--- src/hw/pdp8_pkg.sv ---
// ----------------------------------------
// Shared types for the PDP-8 style core. Only AND..JMP and HLT
// execute; IOT and other operate opcodes are no-ops.
// ----------------------------------------
`default_nettype none

package pdp8_pkg;

  typedef logic [11:0] word_t;
  typedef logic [11:0] addr_t;
  typedef logic [2:0]  opcode_t;

  localparam int      MEM_DEPTH   = 4096;

  localparam opcode_t OP_AND      = 3'd0;
  localparam opcode_t OP_TAD      = 3'd1;
  localparam opcode_t OP_ISZ      = 3'd2;
  localparam opcode_t OP_DCA      = 3'd3;
  localparam opcode_t OP_JMS      = 3'd4;
  localparam opcode_t OP_JMP      = 3'd5;
  localparam opcode_t OP_IOT      = 3'd6;
  localparam opcode_t OP_OPR      = 3'd7;

  localparam word_t   HLT_WORD    = 12'o7402;
  localparam addr_t   AUTO_LO     = 12'd8;  // Auto-index window
  localparam addr_t   AUTO_HI     = 12'd15;
  localparam int      IR_IND_BIT  = 8;
  localparam int      IR_PAGE_BIT = 7;

  typedef enum logic [5:0] {
    REG_INIT, CPU_IDLE,
    FETCH_1, FETCH_2, FETCH_3, DECODE,
    LD_PC_1, LD_AC_1, DEP_1, DEP_2,
    CAL_EA_1, EA_IND_1, EA_IND_2,
    EA_AUT_1, EA_AUT_2, EA_AUT_3, EA_AUT_4, EA_AUT_5,
    AND_1, AND_2, AND_3,
    TAD_1, TAD_2, TAD_3,
    ISZ_1, ISZ_2, ISZ_3, ISZ_4, ISZ_5, ISZ_6,
    DCA_1, DCA_2, DCA_3,
    JMS_1, JMS_2, JMP_1,
    HALT
  } seq_state_t;

  typedef enum logic [2:0] {AC_NC, AC_CLEAR, AC_SWREG, AC_AND, AC_TAD} ac_op_t;
  typedef enum logic [1:0] {LK_NC, LK_ZERO, LK_TAD} link_op_t;
  typedef enum logic [2:0] {PC_NC, PC_P1, PC_SR, PC_EA, PC_EAP1} pc_op_t;
  typedef enum logic [2:0] {EA_NC, EA_ZERO, EA_PZ, EA_CP, EA_IND, EA_WD} ea_op_t;
  typedef enum logic [2:0] {MB_NC, MB_ZERO, MB_RD, MB_INC, MB_WD} mb_op_t;
  typedef enum logic [2:0] {WD_NC, WD_SR, WD_AC, WD_MB, WD_PC, WD_RDP1} wd_sel_t;
  typedef enum logic [1:0] {AD_NC, AD_PC, AD_EA} ad_sel_t;

  typedef struct packed {
    ac_op_t   ac_op;
    link_op_t link_op;
    pc_op_t   pc_op;
    ea_op_t   ea_op;
    mb_op_t   mb_op;
    wd_sel_t  wd_sel;
    ad_sel_t  ad_sel;
    logic     ir_load;
    logic     read_enable;
    logic     write_enable;
  } ctrl_t;

  typedef struct packed {
    addr_t address;
    word_t wdata;
    logic  read;
    logic  write;
  } mem_req_t;

  typedef struct packed {
    word_t ir;
    logic  ea_auto;  // EA inside auto-index window
    logic  mb_zero;
  } dp_status_t;

endpackage

`default_nettype wire

--- src/hw/pdp8_datapath.sv ---
// ----------------------------------------
// Registers under control-word command. Current page is
// taken from the already incremented PC.
// ----------------------------------------
`timescale 1ns/1ps
`default_nettype none

module pdp8_datapath
  import pdp8_pkg::*;
(
  input  logic       clock,
  input  logic       resetN,
  input  ctrl_t      ctrl,
  input  word_t      switch_reg,
  input  word_t      rdata,
  input  logic       mem_finished,
  output mem_req_t   mem_req,
  output dp_status_t status,
  output word_t      ac,
  output word_t      pc,
  output logic       link
);

  word_t ir;
  word_t mb;
  addr_t ea;
  addr_t mem_addr;
  word_t wdata;
  word_t tad_word;
  logic  tad_carry;
  addr_t page_zero_ea;
  addr_t curr_page_ea;

  assign {tad_carry, tad_word} = ac + mb;
  assign page_zero_ea = {5'b0, ir[6:0]};
  assign curr_page_ea = {pc[11:7], ir[6:0]};

  always_ff @(posedge clock or negedge resetN) begin
    if (!resetN) begin
      ac   <= '0;
      link <= 1'b0;
    end else begin
      case (ctrl.ac_op)
        AC_CLEAR: ac <= '0;
        AC_SWREG: ac <= switch_reg;
        AC_AND:   ac <= ac & mb;
        AC_TAD:   ac <= tad_word;
        default:  ac <= ac;
      endcase
      case (ctrl.link_op)
        LK_ZERO: link <= 1'b0;
        LK_TAD:  link <= link ^ tad_carry;  // Carry complements link
        default: link <= link;
      endcase
    end
  end

  always_ff @(posedge clock or negedge resetN) begin
    if (!resetN) begin
      pc <= '0;
      ir <= '0;
    end else begin
      case (ctrl.pc_op)
        PC_P1:   pc <= pc + 1'b1;
        PC_SR:   pc <= switch_reg;
        PC_EA:   pc <= ea;
        PC_EAP1: pc <= ea + 1'b1;
        default: pc <= pc;
      endcase
      if (ctrl.ir_load && mem_finished) begin
        ir <= rdata;
      end
    end
  end

  always_ff @(posedge clock or negedge resetN) begin
    if (!resetN) begin
      ea <= '0;
      mb <= '0;
    end else begin
      case (ctrl.ea_op)
        EA_ZERO: ea <= '0;
        EA_PZ:   ea <= page_zero_ea;
        EA_CP:   ea <= curr_page_ea;
        EA_IND:  ea <= rdata;
        EA_WD:   ea <= wdata;            // Incremented auto-index pointer
        default: ea <= ea;
      endcase
      case (ctrl.mb_op)
        MB_ZERO: mb <= '0;
        MB_RD:   if (mem_finished) mb <= rdata;
        MB_INC:  mb <= mb + 1'b1;
        MB_WD:   mb <= wdata;
        default: mb <= mb;
      endcase
    end
  end

  // Address and write data buffers into the memory
  always_ff @(posedge clock) begin
    case (ctrl.ad_sel)
      AD_PC:   mem_addr <= pc;
      AD_EA:   mem_addr <= ea;
      default: mem_addr <= mem_addr;
    endcase
    case (ctrl.wd_sel)
      WD_SR:   wdata <= switch_reg;
      WD_AC:   wdata <= ac;
      WD_MB:   wdata <= mb;
      WD_PC:   wdata <= pc;
      WD_RDP1: wdata <= rdata + 1'b1;
      default: wdata <= wdata;
    endcase
  end

  assign mem_req.address = mem_addr;
  assign mem_req.wdata   = wdata;
  assign mem_req.read    = ctrl.read_enable;
  assign mem_req.write   = ctrl.write_enable;

  assign status.ir      = ir;
  assign status.ea_auto = (ea >= AUTO_LO) && (ea <= AUTO_HI);
  assign status.mb_zero = (mb == '0);

endmodule

`default_nettype wire

--- config.mk ---
export PLATFORM = sky130hd
export DESIGN_NAME = pdp8_datapath
export DESIGN_NICKNAME = d
export VERILOG_FILES = /design/src/hw/pdp8_pkg.sv /design/src/hw/pdp8_datapath.sv
export SDC_FILE = /design/constraint.sdc
export NUM_CORES = 1
export LEC_CHECK = 0
export BUFFER_PORTS_ARGS = -buffer_cell sky130_fd_sc_hd__buf_2
export CAP_MARGIN = 10
export CORE_MARGIN = 2
export CORE_UTILIZATION = 40
export CTS_CLUSTER_DIAMETER = 100
export DETAILED_ROUTE_END_ITERATION = 8
export PLACE_DENSITY = 0.58
export SLEW_MARGIN = 20
export SYNTH_ARGS = -nofsm -noshare
export SYNTH_HDL_FRONTEND = slang
export SYNTH_SLANG_ARGS = --single-unit
export TNS_END_PERCENT = 10
--- constraint.sdc ---
create_clock -name clock -period 6.6 [get_ports clock]
set_clock_uncertainty 0.05 [all_clocks]
set_input_delay 0.99 -clock clock [delete_from_list [all_inputs] [get_ports clock]]
set_output_delay 0.99 -clock clock [all_outputs]
set_load 0.005 [all_outputs]
* Yosys cells after proc, flatten, opt, wreduce, memory -nomap -nowiden
Cells that the tools add are included.
** Word-level totals
- Word-level logic and storage cells :: 63
- Register bits after elaboration :: 85
- Input bits :: 49
** Operators by class
- Equal/unequal tests :: 27
- $lt $le $gt $ge :: 2
- Mux-type cells :: 8
- $add $sub $neg :: 5
- Bitwise gates (word level) :: 2
- Reductions and logical operators :: 11
** Operator list (number)
- one-hot mux 12 bit (4 select lines) :: 3
- one-hot mux 12 bit (5 select lines) :: 2
- adder 12 x 1 -> 12 bit (second input constant) :: 4
- equality test 3 x 2 -> 1 bit (second input constant) :: 10
- one-hot mux 12 bit (2 select lines) :: 1
- equality test 3 bit (second input constant) :: 7
- equality test 3 x 1 -> 1 bit (second input constant) :: 5
- adder 12 x 12 -> 13 bit :: 1
- AND 12 bit :: 1
- greater-or-equal comparator 12 x 4 -> 1 bit (second input constant) :: 1
- less-or-equal comparator 12 x 4 -> 1 bit (second input constant) :: 1
- logical NOT 12 bit :: 1
- 2-to-1 mux 12 bit :: 1
- nonzero test 4 bit :: 3
- nonzero test 5 bit :: 2
- equality test 2 x 1 -> 1 bit (second input constant) :: 2
- equality test 2 bit (second input constant) :: 2
- nonzero test 2 bit :: 2
- logical AND 1 bit :: 2
- != test 2 bit (second input constant) :: 1
- one-hot mux 1 bit (2 select lines) :: 1
- AND reduction 2 bit :: 1
- XOR 1 bit :: 1

* Logic depth before layout (Yosys ltp)
- Depth after elaboration :: 3
- Depth in mapped cells :: 12
- Gate-level depth less buffers :: 9

* Worst setup path before layout
OpenSTA, ideal clock, no wires.
- Kind :: input port to flip-flop
- Start point :: in ctrl[16] (netlist name)
- End point :: reg pc[10]
- Setup slack :: 3.524 ns
- Setup time :: 0.128 ns
- Path buffers :: 3
- Stages :: 12
- Required time :: 6.422 ns
- Arrival time :: 2.898 ns
- Cells stage by stage :: buf_2 > or3b_1 > clkbuf_1 > clkbuf_1 > nand2_1 > nand2_1 > ha_1 > inv_1 > a221oi_1 > a21boi_1 > mux2i_1 > nand3_1
** On the way
- Word-level cells in the longest chain between the ends :: 2
- Elaborated cells between the ends (all ways) :: 6
** RTL lines
- from (decl) :: line pdp8_datapath.sv:13 : input ctrl_t ctrl,
- equality test 3 bit, or another cell as far along :: line pdp8_datapath.sv:63 : case (ctrl.pc_op)
- one-hot mux 12 bit (4 select lines) or nonzero test 4 bit (tied branches)
- to (signal assigned) :: line pdp8_datapath.sv:64 : PC_P1: pc <= pc + 1'b1;
- to (signal assigned) :: line pdp8_datapath.sv:65 : PC_SR: pc <= switch_reg;
- to (signal assigned) :: line pdp8_datapath.sv:67 : PC_EAP1: pc <= ea + 1'b1;
- to (decl) :: line pdp8_datapath.sv:20 : output word_t pc,
Several ways; a longest one is shown, not always the timed one.
A chain may end at the register's enable or synchronous reset.

* Worst setup path after layout
Ends and elaborated chain as after synthesis.

==> results.sh <==
export IMPL_status="finished clean"
export IMPL_p_comb_frac=0.280
export IMPL_power_leakage_nw=3.14
export IMPL_critPathLaunchType="input pin"
export IMPL_dr_pass1_iters=5
export IMPL_finalHoldViolCount=0
export IMPL_avgRoutedWirePerCell_um=20.4
export IMPL_rows=46
export IMPL_fin_setup_tns_ns=0
export IMPL_htree_num_levels=3
export IMPL_final_cell_mix="109 x buf_2, 69 x nor2_1, 61 x dfrtp_1"
export IMPL_clk_pin_slew_worst_paths_ns=0.07
export IMPL_grt_overflow=0
export IMPL_dp_hpwl_um=15200
export IMPL_drc_errors=0
export IMPL_syn_area_per_cell_um2=8.97
export IMPL_cp_common_cell="nand2_1"
export IMPL_stdcell_area_um2=7310
export IMPL_synth_edf_count=24
export IMPL_numCtsBuffers=9
export IMPL_cts_resized=0
export IMPL_placed_cell_area_um2=6990
export IMPL_cts_hold_buf=0
export IMPL_ys_seq_area_frac=0.353
export IMPL_ant_nets=0
export IMPL_track_usage=0.246
export IMPL_end_kind="flop"
export IMPL_antenna_found_initial=0
export IMPL_synth_net_count=778
export IMPL_max_slew_margin=0.268
export IMPL_ys_ff_latch=85
export IMPL_grt_pass1_vias=5612
export IMPL_slowest_stage="nor3b_2"
export IMPL_grt_max_degree=62
export IMPL_layout_nets=851
export IMPL_tightest_slew_ns=1.10
export IMPL_gp_congestion=0.904
export IMPL_worstPathArrival_ns=3.65
export IMPL_fp_coreArea_um2=15700
export IMPL_cp_data_required_time_ns=6.78
export IMPL_post_route_period_util=0.527
export IMPL_clockBufferDepth=2
export IMPL_maxCapViolations=0
export IMPL_clock_latency_ns=0.35
export IMPL_period_minus_slack_ns=3.48
export IMPL_total_power_mw=1.86
export IMPL_slowest_delay_ns=0.87
export IMPL_clockPowerShare=0.296
export IMPL_synth_area_um2=6370
export IMPL_dieArea_um2=16900
export IMPL_worstPathCellList="buf_2 -> nor3b_2 -> nand2_1 -> nand2_1 -> ha_1 -> inv_1 -> a221oi_1 -> a21boi_1 -> mux2i_1 -> nand3_1"
export IMPL_seqPwrFrac=0.424
export IMPL_drt_iter0_markers=617
export IMPL_finalSetupViolations=0
export IMPL_synthToLayoutAreaGrowth_pct=14.8
export IMPL_slew_violations=0
export IMPL_initial_core_util=0.405
export IMPL_avgViaCountPerCell=5.98
export IMPL_die_x_um=130
export IMPL_vdd_drop_max_mv=0.134
export IMPL_synth_cell_type_count=69
export IMPL_rsz0062_at_grt="no"
export IMPL_crit_fanout=26
export IMPL_switching_share=0.352
export IMPL_die_h_um=130
export IMPL_cts_tree="yes"
export IMPL_yosysWarnings=0
export IMPL_port_buffers=109
export IMPL_ys_async_sr_fraction=0.718
export IMPL_fmaxAchievable_ghz=0.288
export IMPL_post_cts_buffers=0
export IMPL_pre_cts_slack_ns=2.85
export IMPL_fin_ws_ns=3.12
export IMPL_wirelength_um=20500
export IMPL_min_path_type="reg2reg"
export IMPL_timing_worst_setup_path_type="in2reg"
export IMPL_root_buffer="clkbuf_16"
export IMPL_powerDensity_nw_per_um2=255
export IMPL_p_int_mw=1.21
export IMPL_clkSinkCount=85
export IMPL_diodes=0
export IMPL_boundaryPins=114
export IMPL_fin_util=0.465
export IMPL_vias=6003
export IMPL_grt_pass1_wl_um=31900
export IMPL_synth_ff_type="dfrtp_1"
export IMPL_mostFrequentLayoutCell="buf_2"
export IMPL_drive_above_1_share=0.208
export IMPL_switchingPower_uw=656
export IMPL_synth_cells=710
## cells by family after synthesis
family	synth area share
and+or+nand+nor	0.167
AOI/OAI and AO/OA	0.231
DFF	0.353
muxes	0.131
buffers and inverters	0.0407
xor gates and xnor gates	0.0385
adders and majority gates	0.0385
## area by class of cell
class	instances	area, µm²
Tap cell	216	270
Multi-Input combinational cell	561	3860
Fill cell	1558	8410
Clock buffer	11	254
Inverter	16	60.1
Clock inverter	5	62.6
Timing Repair Buffer	110	553
Sequential cell	85	2250
## per-layer routing
layer	vias up	routed length (µm)	global-route usage
li1	2830	-	-
met1	2899	8860	0.326
met2	224	9640	0.391
met3	50	1080	0.0361
met4	0	884	0.129
met5	-	0	0
## metrics by stage
stage / std cells / hold slack (ns)
6_report: 1004 / 0.458
5_1_grt: 1004 / 0.479
4_1_cts: 1004 / 0.463
3_5_place_dp: 988 / 0.446
3_3_place_gp: 988 / 0.433
2_1_floorplan: 710 / 0.446
## cells in the mapped netlist, types with 6 or more instances
cell | count | area share
a31oi_1 | 8 | 0.0079
a211oi_1 | 7 | 0.0083
nand2_1 | 59 | 0.035
a221o_1 | 12 | 0.019
nand2b_1 | 13 | 0.013
nor3_1 | 8 | 0.0063
inv_1 | 14 | 0.0083
buf_1 | 9 | 0.0053
clkbuf_1 | 33 | 0.019
nand3_1 | 25 | 0.020
mux2i_1 | 44 | 0.069
ha_1 | 18 | 0.035
o21ai_1 | 9 | 0.0071
mux2_2 | 29 | 0.051
a22o_1 | 18 | 0.025
dfrtp_1 | 61 | 0.24
a21oi_1 | 44 | 0.035
a22oi_1 | 10 | 0.012
o21ai_0 | 48 | 0.038
edfxtp_1 | 24 | 0.11
a221oi_1 | 6 | 0.0083
a222oi_1 | 9 | 0.014
o22ai_1 | 8 | 0.0079
xnor2_1 | 15 | 0.021
xor2_1 | 13 | 0.018
nor2_1 | 69 | 0.041
and3_1 | 12 | 0.012
## registers in the layout (all words and copies together) (netlist names)
| name | count |
|---|---|
| ac | 12 |
| ea | 12 |
| ir | 12 |
| mb | 12 |
| mem_addr | 12 |
| pc | 12 |
| wdata | 12 |
| link | 1 |
## final timing paths
check,start,end,slack (ns),cells after the start
worst min register to register,ir[9]$_DFFE_PN0P_,ir[9]$_DFFE_PN0P_,0.46,1
min in group asynchronous,resetN,mb[9]$_DFFE_PN0P_,0.78,2
worst min-delay path,ir[9]$_DFFE_PN0P_,ir[9]$_DFFE_PN0P_,0.46,1
worst max register to register,mb[6]$_DFFE_PN0P_,ac[11]$_DFFE_PN0P_,4.03,7
worst max-delay path,ctrl[16],pc[10]$_DFFE_PN0P_,3.12,10
max in group asynchronous,resetN,pc[2]$_DFFE_PN0P_,5.17,2
## critical path: cells and delay by family
| kind | cells | cell delay [ns] |
|---|---|---|
| and+or+nand+nor | 4 | 1.18 |
| adders and majority gates | 1 | 0.18 |
| buffers and inverters | 2 | 0.43 |
| muxes | 1 | 0.20 |
| AOI/OAI and AO/OA | 2 | 0.65 |
## power by group through the flow
stage / sequential [mW] / clock [mW] / combinational [mW]
after global routing: 0.803 / 0.583 / 0.584
after detailed placement: 0.797 / 0 / 0.519
after floorplan: 0.734 / 0 / 0.351
final: 0.791 / 0.552 / 0.521
after global placement: 0.798 / 0 / 0.513
after CTS: 0.786 / 0.563 / 0.522
Note: power is estimated with default switching activity, not from simulation.
