===== src/hw/pdp8_pkg.sv =====
// ----------------------------------------
// Shared types for the PDP-8 style core. Only AND..JMP and HLT
// execute; IOT and other operate opcodes are no-ops.
// ----------------------------------------
`default_nettype none

package pdp8_pkg;

  typedef logic [11:0] word_t;
  typedef logic [11:0] addr_t;
  typedef logic [2:0]  opcode_t;

  localparam int      MEM_DEPTH   = 4096;

  localparam opcode_t OP_AND      = 3'd0;
  localparam opcode_t OP_TAD      = 3'd1;
  localparam opcode_t OP_ISZ      = 3'd2;
  localparam opcode_t OP_DCA      = 3'd3;
  localparam opcode_t OP_JMS      = 3'd4;
  localparam opcode_t OP_JMP      = 3'd5;
  localparam opcode_t OP_IOT      = 3'd6;
  localparam opcode_t OP_OPR      = 3'd7;

  localparam word_t   HLT_WORD    = 12'o7402;
  localparam addr_t   AUTO_LO     = 12'd8;  // Auto-index window
  localparam addr_t   AUTO_HI     = 12'd15;
  localparam int      IR_IND_BIT  = 8;
  localparam int      IR_PAGE_BIT = 7;

  typedef enum logic [5:0] {
    REG_INIT, CPU_IDLE,
    FETCH_1, FETCH_2, FETCH_3, DECODE,
    LD_PC_1, LD_AC_1, DEP_1, DEP_2,
    CAL_EA_1, EA_IND_1, EA_IND_2,
    EA_AUT_1, EA_AUT_2, EA_AUT_3, EA_AUT_4, EA_AUT_5,
    AND_1, AND_2, AND_3,
    TAD_1, TAD_2, TAD_3,
    ISZ_1, ISZ_2, ISZ_3, ISZ_4, ISZ_5, ISZ_6,
    DCA_1, DCA_2, DCA_3,
    JMS_1, JMS_2, JMP_1,
    HALT
  } seq_state_t;

  typedef enum logic [2:0] {AC_NC, AC_CLEAR, AC_SWREG, AC_AND, AC_TAD} ac_op_t;
  typedef enum logic [1:0] {LK_NC, LK_ZERO, LK_TAD} link_op_t;
  typedef enum logic [2:0] {PC_NC, PC_P1, PC_SR, PC_EA, PC_EAP1} pc_op_t;
  typedef enum logic [2:0] {EA_NC, EA_ZERO, EA_PZ, EA_CP, EA_IND, EA_WD} ea_op_t;
  typedef enum logic [2:0] {MB_NC, MB_ZERO, MB_RD, MB_INC, MB_WD} mb_op_t;
  typedef enum logic [2:0] {WD_NC, WD_SR, WD_AC, WD_MB, WD_PC, WD_RDP1} wd_sel_t;
  typedef enum logic [1:0] {AD_NC, AD_PC, AD_EA} ad_sel_t;

  typedef struct packed {
    ac_op_t   ac_op;
    link_op_t link_op;
    pc_op_t   pc_op;
    ea_op_t   ea_op;
    mb_op_t   mb_op;
    wd_sel_t  wd_sel;
    ad_sel_t  ad_sel;
    logic     ir_load;
    logic     read_enable;
    logic     write_enable;
  } ctrl_t;

  typedef struct packed {
    addr_t address;
    word_t wdata;
    logic  read;
    logic  write;
  } mem_req_t;

  typedef struct packed {
    word_t ir;
    logic  ea_auto;  // EA inside auto-index window
    logic  mb_zero;
  } dp_status_t;

endpackage

`default_nettype wire


===== src/hw/pdp8_sequencer.sv =====
// ----------------------------------------
// Instruction-cycle FSM with Moore control word. A few
// states also look at mem_finished or mb_zero.
// ----------------------------------------
`timescale 1ns/1ps
`default_nettype none

module pdp8_sequencer
  import pdp8_pkg::*;
(
  input  logic       clock,
  input  logic       resetN,
  input  logic       run,
  input  logic       step,
  input  logic       load_pc,
  input  logic       load_ac,
  input  logic       deposit,
  input  dp_status_t status,
  input  logic       mem_finished,
  output ctrl_t      ctrl,
  output logic       halt,
  output logic       idle
);

  seq_state_t state;
  seq_state_t next_state;
  seq_state_t exec_state;     // Execute entry, held through EA states
  seq_state_t decoded_state;
  opcode_t    opcode;

  assign opcode = status.ir[11:9];

  always_comb begin
    case (opcode)
      OP_AND:         decoded_state = AND_1;
      OP_TAD:         decoded_state = TAD_1;
      OP_ISZ:         decoded_state = ISZ_1;
      OP_DCA:         decoded_state = DCA_1;
      OP_JMS:         decoded_state = JMS_1;
      OP_JMP:         decoded_state = JMP_1;
      OP_IOT, OP_OPR: decoded_state = CPU_IDLE;  // No-ops
      default:        decoded_state = CPU_IDLE;
    endcase
  end

  always_ff @(posedge clock or negedge resetN) begin
    if (!resetN) begin
      state      <= REG_INIT;
      exec_state <= CPU_IDLE;
    end else begin
      state <= next_state;
      if (state == DECODE) begin
        exec_state <= decoded_state;
      end
    end
  end

  always_comb begin
    next_state = state;
    case (state)
      REG_INIT: next_state = CPU_IDLE;
      CPU_IDLE: begin
        if (run || step)  next_state = FETCH_1;
        else if (load_pc) next_state = LD_PC_1;
        else if (load_ac) next_state = LD_AC_1;
        else if (deposit) next_state = DEP_1;
      end
      FETCH_1:  next_state = FETCH_2;
      FETCH_2:  if (mem_finished) next_state = FETCH_3;
      FETCH_3:  next_state = DECODE;
      DECODE: begin
        if (status.ir == HLT_WORD)       next_state = HALT;
        else if (decoded_state == CPU_IDLE) next_state = CPU_IDLE;
        else                             next_state = CAL_EA_1;
      end
      LD_PC_1:  next_state = CPU_IDLE;
      LD_AC_1:  next_state = CPU_IDLE;
      DEP_1:    next_state = DEP_2;
      DEP_2:    if (mem_finished) next_state = CPU_IDLE;
      CAL_EA_1: next_state = status.ir[IR_IND_BIT] ? EA_IND_1 : exec_state;
      EA_IND_1: next_state = status.ea_auto ? EA_AUT_1 : EA_IND_2;
      EA_IND_2: if (mem_finished) next_state = exec_state;
      EA_AUT_1: next_state = EA_AUT_2;
      EA_AUT_2: if (mem_finished) next_state = EA_AUT_3;
      EA_AUT_3: next_state = EA_AUT_4;
      EA_AUT_4: if (mem_finished) next_state = EA_AUT_5;
      EA_AUT_5: next_state = exec_state;
      AND_1:    next_state = AND_2;
      AND_2:    if (mem_finished) next_state = AND_3;
      AND_3:    next_state = CPU_IDLE;
      TAD_1:    next_state = TAD_2;
      TAD_2:    if (mem_finished) next_state = TAD_3;
      TAD_3:    next_state = CPU_IDLE;
      ISZ_1:    next_state = ISZ_2;
      ISZ_2:    if (mem_finished) next_state = ISZ_3;
      ISZ_3:    next_state = ISZ_4;
      ISZ_4:    next_state = ISZ_5;
      ISZ_5:    if (mem_finished) next_state = ISZ_6;
      ISZ_6:    next_state = CPU_IDLE;
      DCA_1:    next_state = DCA_2;
      DCA_2:    if (mem_finished) next_state = DCA_3;
      DCA_3:    next_state = CPU_IDLE;
      JMS_1:    next_state = JMS_2;
      JMS_2:    if (mem_finished) next_state = CPU_IDLE;
      JMP_1:    next_state = CPU_IDLE;
      HALT:     next_state = CPU_IDLE;
      default:  next_state = CPU_IDLE;
    endcase
  end

  always_comb begin
    ctrl.ac_op        = AC_NC;
    ctrl.link_op      = LK_NC;
    ctrl.pc_op        = PC_NC;
    ctrl.ea_op        = EA_NC;
    ctrl.mb_op        = MB_NC;
    ctrl.wd_sel       = WD_NC;
    ctrl.ad_sel       = AD_NC;
    ctrl.ir_load      = 1'b0;
    ctrl.read_enable  = 1'b0;
    ctrl.write_enable = 1'b0;
    halt              = 1'b0;
    idle              = 1'b0;

    case (state)
      REG_INIT: begin
        ctrl.ac_op   = AC_CLEAR;
        ctrl.link_op = LK_ZERO;
        ctrl.ea_op   = EA_ZERO;
        ctrl.mb_op   = MB_ZERO;
      end
      CPU_IDLE: idle = 1'b1;
      FETCH_1:  ctrl.ad_sel = AD_PC;
      FETCH_2: begin
        ctrl.read_enable = 1'b1;
        ctrl.ir_load     = 1'b1;       // Taken on the finished cycle
      end
      FETCH_3:  ctrl.pc_op = PC_P1;
      LD_PC_1:  ctrl.pc_op = PC_SR;
      LD_AC_1:  ctrl.ac_op = AC_SWREG;
      DEP_1: begin
        ctrl.ad_sel = AD_PC;
        ctrl.wd_sel = WD_SR;
      end
      DEP_2: begin
        ctrl.write_enable = 1'b1;
        if (mem_finished) ctrl.pc_op = PC_P1;
      end
      CAL_EA_1: ctrl.ea_op = status.ir[IR_PAGE_BIT] ? EA_CP : EA_PZ;
      EA_IND_1: ctrl.ad_sel = AD_EA;
      EA_IND_2: begin
        ctrl.read_enable = 1'b1;
        if (mem_finished) ctrl.ea_op = EA_IND;
      end
      EA_AUT_1: ctrl.ad_sel = AD_EA;
      EA_AUT_2: ctrl.read_enable = 1'b1;
      EA_AUT_3: ctrl.wd_sel = WD_RDP1;   // Pointer plus one
      EA_AUT_4: ctrl.write_enable = 1'b1;
      EA_AUT_5: ctrl.ea_op = EA_WD;
      AND_1, TAD_1, ISZ_1: ctrl.ad_sel = AD_EA;
      AND_2, TAD_2, ISZ_2: begin
        ctrl.read_enable = 1'b1;
        ctrl.mb_op       = MB_RD;
      end
      AND_3:    ctrl.ac_op = AC_AND;
      TAD_3: begin
        ctrl.ac_op   = AC_TAD;
        ctrl.link_op = LK_TAD;
      end
      ISZ_3:    ctrl.mb_op = MB_INC;
      ISZ_4:    ctrl.wd_sel = WD_MB;
      ISZ_5:    ctrl.write_enable = 1'b1;
      ISZ_6:    if (status.mb_zero) ctrl.pc_op = PC_P1;  // Skip
      DCA_1: begin
        ctrl.ad_sel = AD_EA;
        ctrl.wd_sel = WD_AC;
      end
      DCA_2: begin
        ctrl.write_enable = 1'b1;
        ctrl.mb_op        = MB_WD;
      end
      DCA_3:    ctrl.ac_op = AC_CLEAR;
      JMS_1: begin
        ctrl.ad_sel = AD_EA;
        ctrl.wd_sel = WD_PC;          // Return address
      end
      JMS_2: begin
        ctrl.write_enable = 1'b1;
        ctrl.mb_op        = MB_WD;
        ctrl.pc_op        = PC_EAP1;
      end
      JMP_1:    ctrl.pc_op = PC_EA;
      HALT: begin
        halt = 1'b1;
        idle = 1'b1;
      end
      default: ;
    endcase
  end

endmodule

`default_nettype wire


===== config.mk =====
export PLATFORM = sky130hd
export DESIGN_NAME = pdp8_sequencer
export DESIGN_NICKNAME = d
export VERILOG_FILES = /design/src/hw/pdp8_pkg.sv /design/src/hw/pdp8_sequencer.sv
export SDC_FILE = /design/constraint.sdc
export NUM_CORES = 1
export LEC_CHECK = 0
export BUFFER_PORTS_ARGS = -buffer_cell sky130_fd_sc_hd__clkbuf_2
export CORE_UTILIZATION = 53
export CTS_BUF_LIST = sky130_fd_sc_hd__clkbuf_16
export CTS_CLUSTER_DIAMETER = 50
export DETAILED_ROUTE_END_ITERATION = 8
export PLACE_DENSITY = 0.81
export SETUP_SLACK_MARGIN = 0.05
export SLEW_MARGIN = 20
export SYNTH_ARGS = -nofsm -noshare
export SYNTH_HDL_FRONTEND = slang
export SYNTH_SLANG_ARGS = --single-unit

===== constraint.sdc =====
create_clock -name clock -period 2.5 [get_ports clock]
set_clock_uncertainty 0.2 [all_clocks]
set_input_delay 0.25 -clock clock [delete_from_list [all_inputs] [get_ports clock]]
set_output_delay 0.25 -clock clock [all_outputs]
set_load 0.02 [all_outputs]

Yosys cells after proc, flatten, opt, wreduce, memory -nomap -nowiden:

Memory sizes are Yosys's and may differ from the RTL's.
Index checks and enable logic that the tools add are counted.

* register bits: 12
* memories: 1
* word-level logic and storage cells: 99
* output and inout bits: 24
* input port bits: 22
* bits in read-only memories: 48

* equal/unequal tests: 49
* muxes and demuxes: 35
* reductions and logical operators: 12

Memory list
* (name not given): words 8, width 6, read ports 1, clocked after Yosys merged registers in 0, wr ports 0, RTL line pdp8_sequencer.sv:34 `case (opcode)`

Operator list (number)
* $pmux W6 S27: 1
* $eq A6 B5 Y1 const B: 16
* $mux W6: 16
* $eq A6 B4 Y1 const B: 8
* $pmux W3 S4: 3
* $eq A6 B6 Y1 const B: 5
* $eq A6 B3 Y1 const B: 4
* $ne A2 B2 Y1 const B: 9
* $pmux W3 S6: 1
* $pmux W3 S5: 1
* $eq A12 B12 Y1 const B: 1
* $eq A6 B1 Y1 const B: 2
* $eq A6 B2 Y1 const B: 2
* $reduce_and A11 Y1: 1
* $reduce_or A2 Y1: 5
* $mux W1: 9
* $pmux W2 S2: 2
* $reduce_or A7 Y1: 1
* $logic_not A6 Y1: 1
* $reduce_or A6 Y1: 1
* $ne A5 B5 Y1 const B: 1
* $reduce_or A5 Y1: 1
* $mux W4: 1
* $mux W3: 1
* other kinds (3): 3

Logic depth before layout (Yosys ltp):

* depth in word-level cells: 5
* depth in mapped cells: 9
* mapped depth without buffers: 7

Worst setup path after synthesis:

No wires, ideal clock.

* path kind: register to output
* start point: reg state[0]
* end point: out idle
* arrival time: 1.986 ns
* path slack: 0.064 ns
* buffers on the path: 3
* stages on the path, launching flop included: 6
* required time: 2.050 ns
* path through: dfrtp_1 -> buf_2 -> buf_1 -> buf_2 -> nor4_1 -> o21bai_1

* longest elaborated chain between the ends: 3

Ends and longest elaborated chain
* start, declared: RTL line pdp8_sequencer.sv:25 `seq_state_t state;`
* start signal, assigned: RTL line pdp8_sequencer.sv:51 `state <= next_state;`
* $eq A6 B6 Y1 / $eq A6 B1 Y1 (equally long branches): RTL line pdp8_sequencer.sv:125 `case (state)`
* $reduce_or A2 Y1 (no source line) *
* $mux W1 *: RTL line pdp8_sequencer.sv:125
* end, declared: RTL line pdp8_sequencer.sv:22 `output logic idle`

Mark *: on every way between the ends. The rest lies on a longest branch, timed or not.

==> flow_summary_export.csv <==
group,metric,value,unit
run_status,outcome,"completed",
global_route,grt_remaining_overflow,0,
logic_synthesis,seq_area_frac_synth,0.181,
cts,clock-root-buffer,"clkbuf_16",
timing,finalWorstSetupSlack,91.2,ps
drt,ant_nets,0,
timing,worst_pin_slew,414,ps
placed_design,place_area,1920,sq um
logic_synthesis,synth_common_cells,"nand2_1 (27), nor2_1 (22), a21oi_1 (15)",
worst_setup_path,cp-start-kind,"flop",
timing,rsz0062_at_grt,"true",
logic_synthesis,ys_types,63,
power_and_ir_drop,ir_worst_vdd,0.732,mV
drt,num_vias,2030,
logic_synthesis,syn_nets,263,
timing,fin_setup_tns,0,ps
placed_design,routabilityCongestion,0.936,
timing,slew_violations,0,
worst_setup_path,cp_cell_sequence,"buf_4, or3b_1, or3_4, clkinv_2, a32o_1, buf_2",
timing,timing_hold_violations_final,0,
worst_setup_path,slowest_stage,"or3b_1",
die,rows,19,
power_and_ir_drop,power_density,1290,nW/um^2
logic_synthesis,ys.flop_type,"dfrtp_1",
die,core_area,2880,sq um
logic_synthesis,synth.area.top_cells,"dfrtp_1 (17%), nand2_1 (6.1%), nor2_1 (5.0%)",
drt,post_drt_via_cell_ratio,6.30,
cts,clock_sinks,12,
worst_hold_path,hp-class,"input pin to flop",
drt,drt_iter0_drc,177,
global_route,grt_max_degree,29,
worst_setup_path,end_kind,"output port",
logic_synthesis,synth_most_common_cell,"nand2_1",
logic_synthesis,yosys_register_bits,12,
die,io_pins,46,
die,die_h,58.1,microns
logic_synthesis,synth_warnings,0,
logic_synthesis,synthesis.area,1670,sq um
cts,cts_tree,"built",
placed_design,dp_slack,207,ps
timing,fmax,415,MHz
global_route,grt_pass1_wl,8160,microns
layout,n_antenna_cell,0,
cts,cts_max_level,1,
cts,cts_buffers,3,
worst_setup_path,cp_max_fo,13,
worst_setup_path,worstPathArrival,1960,ps
timing,slew_headroom,0.721,
power_and_ir_drop,p_leak,0.879,nW
cts,clk_latency,240,ps
die,design.die.area,3380,sq um
logic_synthesis,async_flop_share,1.00,
worst_setup_path,path_class,"flop to output port",
global_route,first_global_vias,1737,
drt,wire_per_inst,15.6,microns
timing,setup_violations,0,
layout,layout-drive-gt1-share,0.289,
timing,timing.final.crit_share,0.964,
placed_design,dp_hpwl,3700,microns
die,start_util,0.580,
drt,route.detailed.drc,0,
logic_synthesis,synth_edf_count,0,
die,die_w,58.1,microns
logic_synthesis,postSynthCellCount,240,
logic_synthesis,synth.top_cell.area_share,0.165,
global_route,grt_antenna_before_repair,0,
cts,path_clk_slew,40,ps
placed_design,portBuffers,45,
layout,nets,304,
layout,syn2layout_area_growth,22.1,%
layout,final_area,2040,sq um
flow_run,drv_cap,0,
drt,drt_first_pass_iters,5,
worst_setup_path,cp_data_required_time,2050,ps
logic_synthesis,syn_avg_cell_area,6.95,sq um
global_route,grtUsageTotal,0.309,
worst_setup_path,cpPeakStageDelay,410,ps
timing,fin_crit,2410,ps
cts,ctsLongestPathBuffers,2,
drt,drt-total-wl,5020,microns
logic_synthesis,netlist.top_cell.by_area,"dfrtp_1",
cts,cts_setup_buffers,0,
-- area by class of cell --
cell class	instances	area, sq um
Inverter	8	31.3
Clock buffer	3	75.1
Clock inverter	1	3.75
Multi-Input combinational cell	196	1220
Fill cell	236	840
Timing Repair Buffer	60	348
Tap cell	42	52.6
Sequential cell	12	305
-- repair_timing --
item                                   4_1_cts  5_1_grt
endpoints found under the hold margin       12        0
gates resized for setup                      1        9
setup endpoints to repair                    1        8
hold buffers                                 1        0
-- sequential cells by signal, summed over array words and instances (netlist names) --
| register | flops |
|---|---|
| state | 6 |
| exec_state | 6 |
-- cells by family after synthesis --
| group | Yosys count | synth area share |
|---|---|---|
| xor gates and xnor gates | 6 | 0.0315 |
| adders and majority gates | 1 | 0.00750 |
| DFF | 12 | 0.181 |
| and+or+nand+nor | 111 | 0.350 |
| AOI/OAI and AO/OA | 73 | 0.301 |
| muxes | 5 | 0.0315 |
| buffers and inverters | 32 | 0.0983 |
-- where the power goes --
part	total [mW]	internal [mW]	switching, mW
Clock	0.290	0.210	0.0801
Sequential	0.408	0.296	0.113
Combinational	1.93	0.737	1.20
Total	2.63	1.24	1.39
-- metal layers --
| metal | track usage | vias to the layer above | share of wire |
|---|---|---|---|
| li1 | - | 965 | - |
| met1 | 0.467 | 921 | 0.45 |
| met2 | 0.468 | 134 | 0.43 |
| met3 | 0.0402 | 10 | 0.10 |
| met4 | 0.0612 | 0 | 0.015 |
| met5 | 0 | - | 0 |
-- worst paths after layout --
kind,startpoint,endpoint,slack (ps),cells after the start
worst min register to register,exec_state[0],exec_state[0],280,2
worst max-delay path,state[5],ctrl[11],90,6
worst max register to register,state[2],state[4],230,6
worst min-delay path,status[11],exec_state[2],100,3
max in group asynchronous,resetN,exec_state[0],1580,2
min in group asynchronous,resetN,exec_state[1],240,2
-- critical path, delay by kind of cell, from the launching register on --
family | cells | cell delay [ps]
buffers and inverters | 3 | 440
AO/OA/AOI/OAI | 1 | 130
flip-flops | 1 | 380
AND/OR/NAND/NOR | 2 | 770
-- placed cells by master, fill, tap and decap left out, types with 7 or more instances in the layout --
cell,instances
nand2_1,27
clkbuf_2,44
inv_1,7
o21ai_0,13
o21ai_1,7
nand2b_1,10
nor3_1,13
dfrtp_1,8
buf_4,12
nor2_1,21
a21oi_1,15
-- through the flow --
| stage | instances | power (mW) | hold slack (ps) | util |
|---|---|---|---|---|
| 6_report | 322 | 2.63 | 98.1 | 0.708 |
| 3_3_place_gp | 317 | 2.22 | -52.5 | 0.667 |
| 5_1_grt | 322 | 2.82 | 114 | 0.708 |
| 4_1_cts | 322 | 2.55 | 94.8 | 0.698 |
| 3_5_place_dp | 317 | 2.25 | -44.9 | 0.667 |
| 2_1_floorplan | 240 | 1.83 | -246 | - |
No activity file was read; power rests on OpenSTA's default activity.
